<file path="src/fir_types_pkg.sv">
/*
 * FIR data formats
 * sample word, tap and product vectors, and the pair of partial sums
 */

`default_nettype none

package fir_types_pkg;

	// ********************
	// sample format
	// ********************

	// all arithmetic in the filter wraps at this width
	localparam int SAMPLE_W = 18;

	typedef logic signed [SAMPLE_W-1:0] sample_t;

	// ********************
	// vectors
	// ********************

	// contents of the delay line, index 0 is the newest sample
	typedef sample_t [22:0] tap_vec_t;

	// one half of the coefficient products
	typedef sample_t [5:0] product_vec_t;

	// results of the low and high adder trees
	typedef struct packed {
		sample_t high_sum;
		sample_t low_sum;
	} partial_sums_t;

endpackage

`default_nettype wire

</file>
<file path="src/fir_coeff_pkg.sv">
/*
 * FIR configuration
 * tap counts, symmetric coefficient table and pipeline depth
 */

`default_nettype none

package fir_coeff_pkg;

	// tap counts follow the vector types
	localparam int NUM_TAPS = $bits(fir_types_pkg::tap_vec_t) / fir_types_pkg::SAMPLE_W;
	localparam int NUM_UNIQ = (NUM_TAPS + 1) / 2;

	// products handled by each partial-sum tree
	localparam int HALF_UNIQ = $bits(fir_types_pkg::product_vec_t) / fir_types_pkg::SAMPLE_W;

	// unique coefficients, entry k serves taps k and NUM_TAPS-1-k
	// last entry is the center tap
	localparam fir_types_pkg::sample_t COEFFS [NUM_UNIQ] = '{
		88, 0, -97, -197, -294, -380,
		-447, -490, -504, -481, -420, -319
	};

	// enabled edges from i_in to o_out
	// delay line 1, pre-add 1, multiply 1, tree 3, final add 1
	localparam int PIPE_LATENCY = 7;

endpackage

`default_nettype wire

</file>
<file path="src/fir_output_stage.sv">
/*
 * FIR output stage
 * joins the two partial sums and delays the valid strobe to match
 */

`default_nettype none

module fir_output_stage (
	input  wire                           clk,
	input  wire                           reset,
	input  wire                           i_clk_ena,
	input  wire                           i_valid,
	input  fir_types_pkg::partial_sums_t  i_sums,
	output fir_types_pkg::sample_t        o_out,
	output logic                          o_valid
);

	fir_types_pkg::sample_t out_reg;

	// bit 0 is the newest strobe
	logic [fir_coeff_pkg::PIPE_LATENCY-1:0] valid_sr;

	// ********************
	// final adder
	// ********************

	always_ff @(posedge clk or posedge reset) begin
		if (reset) begin
			out_reg <= '0;
		end else if (i_clk_ena) begin
			out_reg <= i_sums.low_sum + i_sums.high_sum;
		end
	end

	// ********************
	// valid delay
	// ********************

	// same depth as the data path, frozen by the same enable
	always_ff @(posedge clk or posedge reset) begin
		if (reset) begin
			valid_sr <= '0;
		end else if (i_clk_ena) begin
			valid_sr <= {valid_sr[fir_coeff_pkg::PIPE_LATENCY-2:0], i_valid};
		end
	end

	assign o_out   = out_reg;
	assign o_valid = valid_sr[fir_coeff_pkg::PIPE_LATENCY-1];

endmodule

`default_nettype wire

</file>
<file path="src/fir_top.sv">
/*
 * 23-tap symmetric FIR filter, top level
 * delay line, pre-add and multiply, two adder trees, output stage
 */

`default_nettype none

module fir_top (
	input  wire                     clk,
	input  wire                     reset,
	input  wire                     i_clk_ena,
	input  wire                     i_valid,
	input  fir_types_pkg::sample_t  i_in,
	output logic                    o_valid,
	output fir_types_pkg::sample_t  o_out
);

	fir_types_pkg::tap_vec_t       taps;
	fir_types_pkg::product_vec_t   low_products;
	fir_types_pkg::product_vec_t   high_products;
	fir_types_pkg::sample_t        low_sum;
	fir_types_pkg::sample_t        high_sum;
	fir_types_pkg::partial_sums_t  sums;

	tap_delay_line u_delay_line (
		.clk       (clk),
		.reset     (reset),
		.i_clk_ena (i_clk_ena),
		.i_in      (i_in),
		.o_taps    (taps)
	);

	tap_product_stage u_product_stage (
		.clk             (clk),
		.reset           (reset),
		.i_clk_ena       (i_clk_ena),
		.i_taps          (taps),
		.o_low_products  (low_products),
		.o_high_products (high_products)
	);

	// ********************
	// adder trees
	// ********************

	partial_sum_tree u_low_tree (
		.clk        (clk),
		.reset      (reset),
		.i_clk_ena  (i_clk_ena),
		.i_products (low_products),
		.o_sum      (low_sum)
	);

	partial_sum_tree u_high_tree (
		.clk        (clk),
		.reset      (reset),
		.i_clk_ena  (i_clk_ena),
		.i_products (high_products),
		.o_sum      (high_sum)
	);

	assign sums.low_sum  = low_sum;
	assign sums.high_sum = high_sum;

	// valid enters here and skips the datapath
	fir_output_stage u_output_stage (
		.clk       (clk),
		.reset     (reset),
		.i_clk_ena (i_clk_ena),
		.i_valid   (i_valid),
		.i_sums    (sums),
		.o_out     (o_out),
		.o_valid   (o_valid)
	);

endmodule

`default_nettype wire

</file>
<file path="src/partial_sum_tree.sv">
/*
 * Partial-sum tree
 * three registered levels reduce six products to one wrapping sum
 */

`default_nettype none

module partial_sum_tree (
	input  wire                          clk,
	input  wire                          reset,
	input  wire                          i_clk_ena,
	input  fir_types_pkg::product_vec_t  i_products,
	output fir_types_pkg::sample_t       o_sum
);

	// level 1, pairwise sums of the products
	fir_types_pkg::sample_t [fir_coeff_pkg::HALF_UNIQ/2-1:0] level1;

	// level 2, one sum and one bye
	fir_types_pkg::sample_t [1:0] level2;

	// level 3, the tree result
	fir_types_pkg::sample_t sum_reg;

	// ********************
	// level 1
	// ********************

	always_ff @(posedge clk or posedge reset) begin
		if (reset) begin
			level1 <= '0;
		end else if (i_clk_ena) begin
			for (int i = 0; i < fir_coeff_pkg::HALF_UNIQ / 2; i++) begin
				level1[i] <= i_products[2*i] + i_products[2*i+1];
			end
		end
	end

	// ********************
	// levels 2 and 3
	// ********************

	always_ff @(posedge clk or posedge reset) begin
		if (reset) begin
			level2  <= '0;
			sum_reg <= '0;
		end else if (i_clk_ena) begin
			level2[0] <= level1[0] + level1[1];
			// odd element waits one edge so both paths line up
			level2[1] <= level1[2];
			sum_reg   <= level2[0] + level2[1];
		end
	end

	assign o_sum = sum_reg;

endmodule

`default_nettype wire

</file>
<file path="src/tap_delay_line.sv">
/*
 * Tap delay line
 * keeps the last 23 input samples, shifting on every enabled edge
 */

`default_nettype none

module tap_delay_line (
	input  wire                      clk,
	input  wire                      reset,
	input  wire                      i_clk_ena,
	input  fir_types_pkg::sample_t   i_in,
	output fir_types_pkg::tap_vec_t  o_taps
);

	// tap 0 holds the newest sample
	fir_types_pkg::tap_vec_t tap_reg;

	// ********************
	// shift register
	// ********************

	// advances whether or not the sample is strobed valid
	always_ff @(posedge clk or posedge reset) begin
		if (reset) begin
			tap_reg <= '0;
		end else if (i_clk_ena) begin
			tap_reg <= {tap_reg[fir_coeff_pkg::NUM_TAPS-2:0], i_in};
		end
	end

	assign o_taps = tap_reg;

endmodule

`default_nettype wire

</file>
<file path="src/tap_product_stage.sv">
/*
 * Symmetric pre-add and coefficient multiply
 * folds tap k with tap 22-k, then scales each fold by its coefficient
 */

`default_nettype none

module tap_product_stage (
	input  wire                          clk,
	input  wire                          reset,
	input  wire                          i_clk_ena,
	input  fir_types_pkg::tap_vec_t      i_taps,
	output fir_types_pkg::product_vec_t  o_low_products,
	output fir_types_pkg::product_vec_t  o_high_products
);

	// folded tap pairs, last entry is the center tap alone
	fir_types_pkg::sample_t [fir_coeff_pkg::NUM_UNIQ-1:0] folded;

	// low 18 bits of each coefficient product
	fir_types_pkg::sample_t [fir_coeff_pkg::NUM_UNIQ-1:0] products;

	// ********************
	// pre-adders
	// ********************

	always_ff @(posedge clk or posedge reset) begin
		if (reset) begin
			folded <= '0;
		end else if (i_clk_ena) begin
			for (int k = 0; k < fir_coeff_pkg::NUM_UNIQ - 1; k++) begin
				folded[k] <= i_taps[k] + i_taps[fir_coeff_pkg::NUM_TAPS-1-k];
			end
			// center tap has no partner, passes with the same delay
			folded[fir_coeff_pkg::NUM_UNIQ-1] <= i_taps[fir_coeff_pkg::NUM_UNIQ-1];
		end
	end

	// ********************
	// multipliers
	// ********************

	// product wraps to the sample width, as the rest of the datapath
	always_ff @(posedge clk or posedge reset) begin
		if (reset) begin
			products <= '0;
		end else if (i_clk_ena) begin
			for (int k = 0; k < fir_coeff_pkg::NUM_UNIQ; k++) begin
				products[k] <= folded[k] * fir_coeff_pkg::COEFFS[k];
			end
		end
	end

	// products 0..5 to the low tree, 6..11 to the high tree
	assign o_low_products  = products[fir_coeff_pkg::HALF_UNIQ-1:0];
	assign o_high_products = products[fir_coeff_pkg::NUM_UNIQ-1:fir_coeff_pkg::HALF_UNIQ];

endmodule

`default_nettype wire

</file>
<file path="config.mk">
export PLATFORM = sky130hd
export DESIGN_NAME = fir_top
export DESIGN_NICKNAME = d
export VERILOG_FILES = /design/src/fir_types_pkg.sv /design/src/fir_coeff_pkg.sv /design/src/fir_output_stage.sv /design/src/fir_top.sv /design/src/partial_sum_tree.sv /design/src/tap_delay_line.sv /design/src/tap_product_stage.sv
export SDC_FILE = /design/constraint.sdc
export NUM_CORES = 2
export LEC_CHECK = 0
export BUFFER_PORTS_ARGS = -buffer_cell sky130_fd_sc_hd__buf_2
export CAP_MARGIN = 20
export CORE_UTILIZATION = 37
export CTS_BUF_LIST = sky130_fd_sc_hd__clkbuf_4 sky130_fd_sc_hd__clkbuf_8
export CTS_CLUSTER_DIAMETER = 80
export CTS_CLUSTER_SIZE = 10
export DETAILED_ROUTE_END_ITERATION = 6
export HOLD_SLACK_MARGIN = 0.03
export MAX_ROUTING_LAYER = met4
export PLACE_DENSITY = 0.5
export SLEW_MARGIN = 20
export SYNTH_ARGS = -nofsm -noshare
export SYNTH_HDL_FRONTEND = slang
export SYNTH_HIERARCHICAL = 1
export SYNTH_SLANG_ARGS = --single-unit
export TNS_END_PERCENT = 100
</file>
<file path="constraint.sdc">
create_clock -name clk -period 44.9 [get_ports clk]
set_clock_uncertainty 0.05 [all_clocks]
set_input_delay 8.98 -clock clk [delete_from_list [all_inputs] [get_ports clk]]
set_output_delay 8.98 -clock clk [all_outputs]
set_load 0.03 [all_outputs]
</file>
==> metrics.log <==
INFO  metric timing.rr.end = u_product_stage/o_high_products[70]
INFO  metric initial_cell_density_of_the_core = 0.373
INFO  metric core_area = 193000 µm²
INFO  metric synth_area_per_cell = 10.8 µm²
INFO  metric worst_ep_arrival_time = 12.59 ns
INFO  metric holdCritStartpoint = u_low_tree/level1[39]
INFO  metric post-cts-setup-buffer-count = 0
INFO  metric die_width = 443 µm
INFO  metric grt_setup_unrepaired = false
INFO  metric cts_sinks = 1021
INFO  metric cts-resized-gates = 0
INFO  metric hpwlAfterDp = 124000 µm
INFO  metric setup-violations-final = 0
INFO  metric flop_to_flop_setup_slack = 39.86 ns
INFO  metric syn-cell-area = 71900 µm²
INFO  metric numPortBuffers = 40
INFO  metric timing.critical_path.to_type = flip-flop
INFO  metric cts_max_path_buffers = 3
INFO  metric drtIter0Drc = about 2700
INFO  metric num-fill-cells = 18900
INFO  metric viasPerCell = between 5 and 6
INFO  metric area.sequential = about 26000 µm²
INFO  metric worst_r2r_startpoint = u_product_stage/folded[166]
INFO  metric worstSetupStartpointType = input pin
INFO  metric hold_violation_total_from_the_final_report = 0
INFO  metric crit_family = buffers and inverters
INFO  metric crit_required = 45.62 ns
INFO  metric post_route_cells_drive_above_1_share = 0.150
INFO  metric clock_latency_at_the_later_pin_of_the_worst_skew_pair = 0.89 ns
INFO  metric grt_pass1_wl = 269000 µm
INFO  metric drtAntennaViolNets = 0
INFO  metric routedWlPerCell = 17.8 µm
INFO  metric grt-ovfl-total = 0
INFO  metric num_io_pins = 41
INFO  metric final_period_minus_worst_setup_slack = 11.87 ns
INFO  metric timing.max_cap.violations = 0
INFO  metric critical_path_peak_fanout = 179
INFO  metric worst_path_most_repeated_cell = sky130_fd_sc_hd__buf_12
INFO  metric period_share = 0.264
INFO  metric max_slew_margin = 0.288
INFO  metric cts_tree = done
INFO  metric layout_commonest_cell = sky130_fd_sc_hd__dfrtp_1
INFO  metric die_height = 443 µm
INFO  metric fp.dieArea = 196000 µm²
INFO  metric worstMarginPinSlew = 1.07 ns
INFO  metric worstPathBufferInverterCount = 4
INFO  metric grt_antenna_before_repair = 2
INFO  metric syn_to_final_growth = 6.28%
INFO  metric multiInputGateArea = 42400 µm²
INFO  metric detail_route.first_pass.iterations = 6
INFO  metric synthCells = 6637
INFO  metric first_global_vias = around 47000
INFO  metric grt.total_usage = 0.175
INFO  metric routed-via-count = roughly 47000
INFO  metric finalNetCount = 7821
INFO  metric worstRegToRegCells = 17
INFO  metric cts_hold_buf = 0
INFO  metric slowest_delay = 0.74 ns
INFO  metric yosysWarningCount = 6
INFO  metric worstPathCellList = buf_8 -> buf_4 -> buf_12 -> buf_12 -> nand2_1 -> or3_1 -> o22ai_1 -> a21oi_1
INFO  metric mostFrequentLayoutCells = sky130_fd_sc_hd__dfrtp_1 (1021), sky130_fd_sc_hd__ha_1 (841), sky130_fd_sc_hd__inv_1 (768)
INFO  metric post-place-ws = 32.14 ns
INFO  metric final.setup.worst_slack = 33.03 ns
INFO  metric timing.setup.tns = 0 ns
INFO  metric criticalPathCategory = input pin to flip-flop
INFO  metric grt_start_max_net_pins = between 150 and 200
INFO  metric min_delay_path_depth = 1
INFO  metric gp_congestion = between 0.8 and 0.9
INFO  metric numCtsBuffers = 118
INFO  metric routed_wl = around 160000 µm
INFO  metric clkSlewWorstSetupHoldPaths = 0.07 ns
INFO  metric detail_route.drc_violations = 0
INFO  metric hold_path_class = flip-flop to flip-flop
INFO  metric min_delay_worst_endpoint = u_low_tree/level1[39]
INFO  metric status = completed
INFO  metric std_cell_rows = 161
INFO  metric htree_levels = 3
INFO  metric clock-root-buffer = sky130_fd_sc_hd__clkbuf_8
INFO  metric maxSlewViolCount = 0
INFO  metric crit_path_top_delay_cell = sky130_fd_sc_hd__buf_4
INFO  metric timing.fmax = 0.0843 GHz
registers in the layout, summed over array words and instances, names as in the netlist, 36 cells and up:
signal / flops
u_delay_line/o_taps: 408
u_low_tree/level1: 54
u_product_stage/o_low_products: 84
u_low_tree/level2: 36
u_product_stage/o_high_products: 102
u_product_stage/folded: 186
u_high_tree/level2: 36
u_high_tree/level1: 54
layer usage:
| metal | vias to the layer above | part of all wire | global-route usage | wire length [µm] |
|---|---|---|---|---|
| met4 | 0 | 0.018 | 0.0403 | 2900 |
| met1 | 23200 | 0.53 | 0.264 | 87100 |
| met3 | 175 | 0.034 | 0.0189 | 5500 |
| met2 | 653 | 0.42 | 0.250 | 68200 |
| li1 | 23100 | - | - | - |
| met5 | - | 0 | - | 0 |
cell type report:
cell class,count,share of cell area
multi-input cells,4677,0.555
clock buffers,129,0.0230
repair buffers,63,0.00604
flip-flops and latches,1021,0.334
diodes,2,0.0000655
well taps,2526,0.0414
clock inverters,16,0.00197
inverters,775,0.0384
worst register-to-register path, cell delays in order (launching register included):
cell	delay, ns
sky130_fd_sc_hd__dfrtp_1	0.44
sky130_fd_sc_hd__inv_1	0.19
sky130_fd_sc_hd__fa_1	0.56
sky130_fd_sc_hd__inv_1	0.04
sky130_fd_sc_hd__ha_1	0.27
sky130_fd_sc_hd__ha_1	0.30
sky130_fd_sc_hd__fa_1	0.48
sky130_fd_sc_hd__inv_1	0.05
sky130_fd_sc_hd__fa_1	0.47
sky130_fd_sc_hd__inv_1	0.04
sky130_fd_sc_hd__ha_1	0.31
sky130_fd_sc_hd__o21ai_0	0.34
sky130_fd_sc_hd__a21oi_1	0.17
sky130_fd_sc_hd__a311oi_1	0.48
sky130_fd_sc_hd__o21ai_0	0.17
sky130_fd_sc_hd__a31oi_1	0.23
sky130_fd_sc_hd__xnor2_1	0.08
sky130_fd_sc_hd__mux2_2	0.25
stage by stage:
step | cell area [µm²] | instances | hold WS [ns] | util
detailed placement | 74500 | 9062 | 0.415 | 0.386
CTS | 76400 | 9207 | 0.435 | 0.396
floorplan | 72000 | 6666 | 0.396 | -
global route | 76400 | 9208 | 0.451 | 0.396
global placement | 74500 | 9062 | 0.414 | 0.386
finish | 76400 | 9209 | 0.427 | 0.396
how the worst max path moves through the flow:
stage | endpoint | from | slack, ns | cells after the start
4_1_cts | u_product_stage/folded[71] | i_clk_ena | 33.17 | 8
3_3_place_gp | u_product_stage/folded[71] | i_clk_ena | 32.16 | 8
3_5_place_dp | u_product_stage/folded[71] | i_clk_ena | 32.14 | 8
2_1_floorplan | u_delay_line/o_taps[0] | reset | 24.52 | 1
5_1_grt | u_product_stage/folded[71] | i_clk_ena | 32.80 | 8
6_report | u_product_stage/folded[71] | i_clk_ena | 33.03 | 8
Power is left out: the tool's default activity adds up to more than one toggle a clock period on the data nets, which glitch-free logic cannot reach.
